==> config.mk <==
export PLATFORM = sky130hd
export DESIGN_NAME = row_buffer_top
export DESIGN_NICKNAME = d
export VERILOG_FILES = /design/src/hw/row_buffer_pkg.sv /design/src/hw/awe_ctrl_pkg.sv /design/src/hw/row_buffer_top.sv /design/src/hw/bank_write_ctrl.sv /design/src/hw/seq_read_ctrl.sv /design/src/hw/row_buffer_delay.sv /design/src/hw/pixel_bank_ram.sv
export VERILOG_INCLUDE_DIRS = /design/src /design/src/hw
export SDC_FILE = /design/constraint.sdc
export NUM_CORES = 2
export LEC_CHECK = 0
export BUFFER_PORTS_ARGS = -buffer_cell sky130_fd_sc_hd__buf_4
export CAP_MARGIN = 20
export CORE_MARGIN = 2
export CORE_UTILIZATION = 54
export DETAILED_ROUTE_END_ITERATION = 12
export PLACE_DENSITY_LB_ADDON = 0.2
export SYNTH_ARGS = -nofsm -noshare
export SYNTH_HDL_FRONTEND = slang
export SYNTH_SLANG_ARGS = --single-unit
==> constraint.sdc <==
create_clock -name clk -period 2.75 [get_ports clk]
set_clock_uncertainty 0.1 [all_clocks]
set_input_delay 0.4125 -clock clk [delete_from_list [all_inputs] [get_ports clk]]
set_output_delay 0.4125 -clock clk [all_outputs]
set_load 0.02 [all_outputs]
==> src/hw/rowbuf_defs.svh <==
`ifndef ROWBUF_DEFS_SVH
`define ROWBUF_DEFS_SVH

// Pixel and bank geometry
`define PIXEL_WIDTH 16
`define BANK_DEPTH 64
`define BANK_ADDR_W 6

// Row and column index width, one bit less than a bank address
`define COL_W 5

// Pixel-sequence word from the sequence memory
`define SEQ_WORD_W 12

// Pipeline depths
`define RD_LATENCY 2
`define ROW_MAT_DELAY 3

`endif
==> src/hw/row_buffer_pkg.sv <==
package row_buffer_pkg;

    `include "rowbuf_defs.svh"

    typedef logic [`PIXEL_WIDTH-1:0] pixel_t;
    typedef logic [`COL_W-1:0] col_t;

    // Top bit picks the bank half, low bits are the column
    typedef logic [`BANK_ADDR_W-1:0] bank_addr_t;

    // One write request into a single bank
    typedef struct packed {
        logic       wren;
        bank_addr_t addr;
        pixel_t     data;
    } bank_wr_t;

    // Window output, odd bank in the upper half
    typedef struct packed {
        pixel_t odd;
        pixel_t even;
    } bank_pair_t;

endpackage

==> src/hw/awe_ctrl_pkg.sv <==
package awe_ctrl_pkg;

    `include "rowbuf_defs.svh"

    import row_buffer_pkg::*;

    // One-hot window engine state
    typedef enum logic [4:0] {
        ST_IDLE          = 5'b00001,
        ST_PRIM_BUFFER   = 5'b00010,
        ST_WAIT_PFB_LOAD = 5'b00100,
        ST_CE_ACTIVE     = 5'b01000,
        ST_JOB_DONE      = 5'b10000
    } awe_state_e;

    // Which rows currently sit in which bank half
    typedef logic [1:0] gray_t;

    typedef struct packed {
        logic       half;
        col_t       col;
        logic [5:0] pad;
    } seq_even_t;

    typedef struct packed {
        logic       half;
        logic [4:0] pad;
        logic [3:0] col_hi;
        logic       parity;
        logic       low;
    } seq_odd_t;

    // Same sequence word, seen once per bank
    typedef union packed {
        seq_even_t even;
        seq_odd_t  odd;
    } pix_seq_word_u;

    // Incoming pixel of the next row, travels through one delay line
    typedef struct packed {
        logic   row_matric;
        col_t   wr_addr;
        pixel_t pixel;
    } row_mat_req_t;

endpackage

==> src/hw/row_buffer_top.sv <==
module row_buffer_top
    import row_buffer_pkg::*;
    import awe_ctrl_pkg::*;
(
    input  logic          clk,
    input  logic          rst,
    input  awe_state_e    state,
    input  gray_t         gray_code,
    input  col_t          input_row,
    input  col_t          input_col,
    input  col_t          num_input_cols,
    input  logic          pfb_rden,
    input  pixel_t        pixel_datain,
    input  logic          execute,
    input  pix_seq_word_u pix_seq_datain,
    input  logic          last_kernel,
    input  logic          row_matric,
    input  col_t          row_matric_wr_addr,
    output bank_pair_t    pixel_dataout,
    output logic          pixel_dataout_valid
);

    `include "rowbuf_defs.svh"

    bank_wr_t     wr_even;
    bank_wr_t     wr_odd;
    logic         rd_en;
    bank_addr_t   rd_addr_even;
    bank_addr_t   rd_addr_odd;
    row_mat_req_t row_mat_req;
    row_mat_req_t row_mat_req_d;
    pixel_t       dout_even;
    pixel_t       dout_odd;

    ////////////////////////////////////////////////////////////////////////////
    // Matriculation request, delayed as one word
    ////////////////////////////////////////////////////////////////////////////

    assign row_mat_req.row_matric = row_matric;
    assign row_mat_req.wr_addr    = row_matric_wr_addr;
    assign row_mat_req.pixel      = pixel_datain;

    row_buffer_delay #(
        .WIDTH ($bits(row_mat_req_t)),
        .DEPTH (`ROW_MAT_DELAY)
    ) row_mat_delay (
        .clk      (clk),
        .rst      (rst),
        .data_in  (row_mat_req),
        .data_out (row_mat_req_d)
    );

    bank_write_ctrl write_ctrl (
        .clk            (clk),
        .rst            (rst),
        .state          (state),
        .gray_code      (gray_code),
        .input_row      (input_row),
        .input_col      (input_col),
        .num_input_cols (num_input_cols),
        .pfb_rden       (pfb_rden),
        .pixel_datain   (pixel_datain),
        .last_kernel    (last_kernel),
        .row_mat        (row_mat_req_d),
        .wr_even        (wr_even),
        .wr_odd         (wr_odd)
    );

    seq_read_ctrl read_ctrl (
        .clk            (clk),
        .rst            (rst),
        .state          (state),
        .gray_code      (gray_code),
        .execute        (execute),
        .pix_seq_datain (pix_seq_datain),
        .rden           (rd_en),
        .rd_addr_even   (rd_addr_even),
        .rd_addr_odd    (rd_addr_odd)
    );

    ////////////////////////////////////////////////////////////////////////////
    // Banks and output
    ////////////////////////////////////////////////////////////////////////////

    pixel_bank_ram bank_even (
        .clk     (clk),
        .wr      (wr_even),
        .rden    (rd_en),
        .rd_addr (rd_addr_even),
        .dataout (dout_even)
    );

    pixel_bank_ram bank_odd (
        .clk     (clk),
        .wr      (wr_odd),
        .rden    (rd_en),
        .rd_addr (rd_addr_odd),
        .dataout (dout_odd)
    );

    // Valid follows the bank read latency
    row_buffer_delay #(
        .WIDTH (1),
        .DEPTH (`RD_LATENCY)
    ) valid_delay (
        .clk      (clk),
        .rst      (rst),
        .data_in  (rd_en),
        .data_out (pixel_dataout_valid)
    );

    assign pixel_dataout.odd  = dout_odd;
    assign pixel_dataout.even = dout_even;

endmodule

==> src/hw/bank_write_ctrl.sv <==
module bank_write_ctrl
    import row_buffer_pkg::*;
    import awe_ctrl_pkg::*;
(
    input  logic         clk,
    input  logic         rst,
    input  awe_state_e   state,
    input  gray_t        gray_code,
    input  col_t         input_row,
    input  col_t         input_col,
    input  col_t         num_input_cols,
    input  logic         pfb_rden,
    input  pixel_t       pixel_datain,
    input  logic         last_kernel,
    input  row_mat_req_t row_mat,
    output bank_wr_t     wr_even,
    output bank_wr_t     wr_odd
);

    logic       prim_ok;
    logic       mat_ok;
    bank_addr_t mat_addr;

    assign prim_ok  = pfb_rden && (input_col <= num_input_cols);
    assign mat_ok   = row_mat.row_matric && last_kernel;
    assign mat_addr = {gray_code[0], row_mat.wr_addr};

    ////////////////////////////////////////////////////////////////////////////
    // Write enables
    ////////////////////////////////////////////////////////////////////////////

    always_ff @(posedge clk) begin
        if (rst) begin
            wr_even.wren <= 1'b0;
            wr_odd.wren  <= 1'b0;
        end else begin
            wr_even.wren <= 1'b0;
            wr_odd.wren  <= 1'b0;
            case (state)
                ST_PRIM_BUFFER: begin
                    if (prim_ok) begin
                        // Row 0 into both low halves, rows 1 and 2 split high
                        wr_even.wren <= (input_row == 5'd0) || (input_row == 5'd2);
                        wr_odd.wren  <= (input_row == 5'd0) || (input_row == 5'd1);
                    end
                end
                ST_CE_ACTIVE: begin
                    if (mat_ok) begin
                        wr_odd.wren  <= gray_code[0] == gray_code[1];
                        wr_even.wren <= gray_code[0] != gray_code[1];
                    end
                end
                default: begin
                    wr_even.wren <= 1'b0;
                    wr_odd.wren  <= 1'b0;
                end
            endcase
        end
    end

    ////////////////////////////////////////////////////////////////////////////
    // Write address and data
    ////////////////////////////////////////////////////////////////////////////

    always_ff @(posedge clk) begin
        if (state == ST_CE_ACTIVE) begin
            wr_even.addr <= mat_addr;
            wr_odd.addr  <= mat_addr;
            wr_even.data <= row_mat.pixel;
            wr_odd.data  <= row_mat.pixel;
        end else begin
            // Half 1 only for rows 1 and 2
            wr_even.addr <= {input_row != 5'd0, input_col};
            wr_odd.addr  <= {input_row != 5'd0, input_col};
            wr_even.data <= pixel_datain;
            wr_odd.data  <= pixel_datain;
        end
    end

endmodule

==> src/hw/seq_read_ctrl.sv <==
module seq_read_ctrl
    import row_buffer_pkg::*;
    import awe_ctrl_pkg::*;
(
    input  logic          clk,
    input  logic          rst,
    input  awe_state_e    state,
    input  gray_t         gray_code,
    input  logic          execute,
    input  pix_seq_word_u pix_seq_datain,
    output logic          rden,
    output bank_addr_t    rd_addr_even,
    output bank_addr_t    rd_addr_odd
);

    bank_addr_t addr_even;
    bank_addr_t addr_odd;

    // Gray code swaps the halves that hold the window rows
    assign addr_even = {gray_code[0] ^ pix_seq_datain.even.half, pix_seq_datain.even.col};
    assign addr_odd  = {gray_code[1] ^ pix_seq_datain.odd.half,
                        pix_seq_datain.odd.col_hi,
                        pix_seq_datain.odd.low | pix_seq_datain.odd.parity};

    always_ff @(posedge clk) begin
        if (rst) begin
            rden <= 1'b0;
        end else begin
            rden <= execute && (state == ST_CE_ACTIVE);
        end
    end

    always_ff @(posedge clk) begin
        if (execute && (state == ST_CE_ACTIVE)) begin
            rd_addr_even <= addr_even;
            rd_addr_odd  <= addr_odd;
        end
    end

endmodule

==> src/hw/row_buffer_delay.sv <==
module row_buffer_delay #(
    parameter int WIDTH = 1,
    parameter int DEPTH = 1
) (
    input  logic             clk,
    input  logic             rst,
    input  logic [WIDTH-1:0] data_in,
    output logic [WIDTH-1:0] data_out
);

    logic [WIDTH-1:0] stage [DEPTH];

    always_ff @(posedge clk) begin
        if (rst) begin
            for (int i = 0; i < DEPTH; i++) begin
                stage[i] <= '0;
            end
        end else begin
            stage[0] <= data_in;
            for (int i = 1; i < DEPTH; i++) begin
                stage[i] <= stage[i-1];
            end
        end
    end

    assign data_out = stage[DEPTH-1];

endmodule

==> src/hw/pixel_bank_ram.sv <==
module pixel_bank_ram
    import row_buffer_pkg::*;
(
    input  logic       clk,
    input  bank_wr_t   wr,
    input  logic       rden,
    input  bank_addr_t rd_addr,
    output pixel_t     dataout
);

    `include "rowbuf_defs.svh"

    pixel_t mem [`BANK_DEPTH];
    pixel_t mem_q;
    pixel_t dout_q;

    always_ff @(posedge clk) begin
        if (wr.wren) begin
            mem[wr.addr] <= wr.data;
        end
    end

    // Memory register then output register, holds while rden is low
    always_ff @(posedge clk) begin
        if (rden) begin
            mem_q <= mem[rd_addr];
        end
        dout_q <= mem_q;
    end

    assign dataout = dout_q;

endmodule

; Word level (Yosys, flattened, before mapping)
; Memories as Yosys holds them, arrays and structs flattened. A register that Yosys moved wholly into a read port is not among the register bits.
; Cells that the tools add are included.
[classes]
muxes = 19
n_reduce_logical = 7
bitwise = 8
magnitude_cmp = 1
eq_ne = 6
[ops]
columns = op, count
row1 = 22-bit 2-to-1 mux, 4
row2 = 1-bit 2-to-1 mux, 13
row3 = 5-bit by 2-bit == test with 1-bit output (second input constant), 2
row4 = 1-bit OR, 6
row5 = 5-bit by 1-bit == test with 1-bit output (second input constant), 1
row6 = 5-bit by 4-bit == test with 1-bit output (second input constant), 1
row7 = 5-bit <= comparator, 1
row8 = 5-bit zero test, 1
row9 = 5-bit nonzero test, 1
row10 = 1-bit one-hot mux with 2 select lines, 2
row11 = 1-bit logical AND, 3
row12 = 1-bit logical OR, 2
row13 = 1-bit XOR, 2
row14 = 1-bit == test, 1
row15 = 1-bit != test, 1
[word_totals]
n_memories = 4
regBits = 69
wordCells = 54
ramBits = 2116
out_inout_bits = 33
[mem_list]
columns = name, depth, word_bits, read_ports, rd_clocked_by_memory_dff, write_ports, line_no
row1 = bank_even.mem, 64, 16, 1, 1, 1, pixel_bank_ram.sv:13  ; pixel_t mem [`BANK_DEPTH];
row2 = bank_odd.mem, 64, 16, 1, 1, 1, pixel_bank_ram.sv:13
row3 = row_mat_delay.stage, 3, 22, 3, 0, 3, row_buffer_delay.sv:11  ; logic [WIDTH-1:0] stage [DEPTH];
row4 = valid_delay.stage, 2, 1, 2, 0, 2, row_buffer_delay.sv:11

; Logic depth before layout (Yosys ltp)
[depth]
ltp_word = 4
depth_mapped = 9
mapped_depth_nobuf = 7

; By module
; Synthesis repeated with hierarchy kept, for this count alone.
[hier_totals]
cells_unflattened = 3975
hier_area_um2 = 84711.2
[by_module_without_submodules]
columns = module, instances, area_per_inst_um2, seq_area_each_um2, cells_each
row1 = pixel_bank_ram, 2, 40522.6, 31550.3, 1845
row2 = row_buffer_delay at row_mat_delay, 1, 1961.9, 1321.3, 161
row3 = bank_write_ctrl, 1, 1214.9, 480.5, 101
row4 = seq_read_ctrl, 1, 436.7, 380.4, 19
row5 = row_buffer_delay at valid_delay, 1, 52.6, 40.0, 4

; Least setup slack after synthesis
; No wires, ideal clock.
[synth_path]
path_kind = reg-to-reg
from = register write_ctrl.wr_even[18] (netlist name)
to = memory bank_odd.mem[52][0] (netlist name) (enable)
arrival_time_ns = 2.087
period_less_slack_ns = 2.576
path_slack_ns = 0.174
path_stages_with_launch = 7
setup_time_ns = 0.389
n_path_buf = 2
cell_sequence = dfxtp_1 -> clkbuf_1 -> or3b_2 -> clkbuf_1 -> inv_1 -> nand2_1 -> nor2_1
[synth_lines]
columns = element, line_no
row1 = to (decl), pixel_bank_ram.sv:13

==> flow_metrics.py <==
metrics = {
    "status": {
        "status": "finished, violations left",
        "violations": "setup timing",
    },
    "sta": {
        "drv_slew": 0,
        "setup_viol": 6,
        "tightest_slew_ns": 1.02,
        "slew_headroom_pct": 32.2,
        "setup_slack_ns": -0.0924,
        "final.min_clock_period_ns": 2.84,
        "fmax_ghz": 0.352,
        "hold_viol": 0,
        "grt_setup_unrepaired": "true",
        "fin_crit_sh_pct": 103,
        "finalSetupTns_ns": -0.235,
    },
    "pwr": {
        "power_leakage_nw": 32.1,
        "ir_worst_vdd_uv": 681,
        "powerDensity_nw_per_um2": 689,
    },
    "grt": {
        "grt_pass1_wl_um": 284000,
        "grt_max_degree": 129,
        "grtUsageTotal_pct": 25.1,
        "grt_overflow": 0,
        "antenna_found_initial": 1,
        "grt_pass1_vias": 40480,
    },
    "worst_setup_path": {
        "crit_fanout": 7,
        "path_class": "register to register",
        "cp.required_ns": 3.22,
        "slowest_delay_ns": 0.52,
        "path_cells": "buf_4 > clkbuf_16 > buf_12 > mux4_2 > mux4_2 > o211ai_1 > o31ai_1",
        "cp_data_arrival_time_ns": 3.31,
        "crit_path_top_delay_cell": "mux4_2",
        "cp-end-kind": "register",
        "start_kind": "register",
        "cpMostUsedCell": "mux4_2",
    },
    "yosys": {
        "yosysTopAreaCellShare_pct": 75.3,
        "synth_cells": 3704,
        "ys_types": 51,
        "synth_area_leaders": "edfxtp_1, mux4_2, dfxtp_1",
        "synthTopCellsByCount": "edfxtp_1, mux4_2, nor2_1, dfxtp_1, mux2i_1",
        "synth_edf_count": 2092,
        "async_reset_ff_share_pct": 0,
        "syn_nets": 3770,
        "synth-seq-area-share_pct": 78.3,
        "syn_area_per_cell_um2": 22.5,
        "ys.flop_type": "edfxtp_1",
        "ys_warn_count": 0,
        "syn_area_um2": 83400,
        "synth_top_cell_by_area": "edfxtp_1",
        "ys_seq_elements": 2217,
        "synth.most_common_cell": "edfxtp_1",
    },
    "drt": {
        "drc": 0,
        "viasPerCell": 6.15,
        "via_count": 40348,
        "routed_wl_um": 195000,
        "postRouteAntennaNets": 0,
        "drtIter0Drc": 4699,
        "drt-pass1-iter-count": 5,
        "drt-wirelength-per-cell_um": 29.8,
    },
    "cells_and_area": {
        "fin_nets": 4397,
        "layout-drive-gt1-share_pct": 33.9,
        "area_delta_synth_final_pct": 18.3,
        "post-route-util_pct": 64.2,
        "instances_no_fill": 6557,
    },
    "die": {
        "io_pins": 94,
        "dieWidth_um": 397,
        "initial_core_util_pct": 54.3,
        "die_y_um": 397,
        "fp.coreArea_um2": 154000,
        "die_area_um2": 158000,
        "row_count": 144,
    },
    "clock_network": {
        "numCtsBuffers": 214,
        "clk_latency_ns": 0.82,
        "cts_tree": "done",
        "clk_pin_slew_ns": 0.06,
        "clockBufferDepth": 3,
        "ctsHtreeMaxLevel": 4,
        "clk_root_buffer_cell": "clkbuf_16",
        "clock_sinks": 2217,
    },
    "placed_design": {
        "dp_hpwl_um": 115000,
        "io_buffers": 93,
        "place.gp.congestion": 0.802,
        "dp.cells": 6046,
    },
    "hold_path": {
        "hp-class": "primary input to register",
    },
    "job": {
        "drv_cap": 0,
    },
}
## layout by cell type (no fill, tap or decap), types with 15 or more instances in the layout
| master | n |
|---|---|
| clkbuf_1 | 42 |
| nand2_1 | 34 |
| dlygate4sd3_1 | 59 |
| nor2b_1 | 91 |
| nor2_1 | 127 |
| buf_4 | 434 |
| o22ai_1 | 28 |
| mux4_2 | 531 |
| nor2_2 | 30 |
| dfxtp_1 | 108 |
| clkinv_1 | 53 |
| buf_12 | 105 |
| mux2_2 | 38 |
| dfxtp_4 | 16 |
| a21oi_1 | 16 |
| clkinv_2 | 29 |
| o21ai_0 | 21 |
| o211ai_1 | 15 |
| inv_1 | 19 |
| a22oi_1 | 29 |
| clkbuf_16 | 222 |
| mux2i_1 | 113 |
| edfxtp_1 | 2092 |
| bufinv_16 | 24 |
## state kept, by name, indices dropped and copies added, names as in the netlist, 2 cells and up
name                    count
bank_even.mem            1024
bank_odd.mem             1024
row_mat_delay.stage        66
write_ctrl.wr_even         23
bank_even.dataout          16
bank_even.mem_q            16
bank_odd.dataout           16
bank_odd.mem_q             16
read_ctrl.rd_addr_even      6
read_ctrl.rd_addr_odd       6
valid_delay.stage           2
## area by class of cell
class                           instances  area [um2]
Inverter                               19        71.3
Tap cell                             2044        2560
Multi-Input combinational cell       1268       17300
Clock inverter                        123        1310
Sequential cell                      2217       65400
Antenna cell                            2        5.00
Fill cell                           10026       55000
Clock buffer                          273        5790
Timing Repair Buffer                  611        6220
## power by group
group / leakage [nW] / switching [mW] / internal, mW
sequential: 19.9 / 0.277 / 37.0
combinational: 8.73 / 0.772 / 0.520
clock: 3.46 / 12.3 / 17.1
## worst paths after layout
check | startpoint | to | slack, ns | cells past startpoint
max | read_ctrl.rd_addr_even[0]$_DFFE_PP_ | bank_even.mem_q[13]$_DFFE_PP_ | -0.09 | 7
min | pfb_rden | write_ctrl.wr_even[22]$_SDFF_PP0_ | 0.14 | 4
max reg2reg | read_ctrl.rd_addr_even[0]$_DFFE_PP_ | bank_even.mem_q[13]$_DFFE_PP_ | -0.09 | 7
min reg2reg | bank_odd.mem_q[7]$_DFFE_PP_ | bank_odd.dataout[7]$_DFF_P_ | 0.24 | 0
## critical path: cells and delay by family (launching register included)
| family | cells | cell delay [ns] |
|---|---|---|
| multiplexers | 2 | 0.99 |
| buffers and inverters | 3 | 0.52 |
| AO/OA/AOI/OAI | 2 | 0.50 |
| flip-flops | 1 | 0.45 |
## timing repair
action                                  in CTS  in global routing
buffers inserted                             4                 45
hold endpoints to repair                    77                  0
hold buffers                                59                  0
gates cloned                                 1                  4
endpoints found under the setup margin      15                 28
pin swaps                                    2                  3
gates resized for setup                     23                 42
## stage by stage
stage	hold slack (ns)	power, mW	area, um2	setup slack (ns)
3_3_place_gp	0.229	39.2	90100	-0.177
2_1_floorplan	0.223	38.5	83400	0.174
4_1_cts	0.0810	68.4	98000	-0.0228
6_report	0.136	68.0	98600	-0.0924
5_1_grt	0.121	69.8	98600	-0.126
3_5_place_dp	0.230	39.2	90100	-0.242
## per-layer routing
layer,vias up,share of wire [%],track usage [%]
met5,-,0,0
met4,0,2.2,6.06
met3,275,7.4,3.75
met2,1625,49,39.8
met1,21655,42,37.4
li1,16793,-,-
## cell families (layout without fill, tap and decap cells)
logic type,Yosys count,in the layout,share of synthesized area [%]
AND/OR/NAND/NOR,340,340,1.98
buffers and inverters,219,1026,1.28
multiplexers,691,691,16.3
flip-flops,2217,2217,78.3
AO/OA/AOI/OAI,229,229,1.98
other,0,2,0
XOR/XNOR,3,3,0.0315
adder cells (fa/ha/maj),5,5,0.0750
Note: power is estimated with default switching activity, not from simulation.
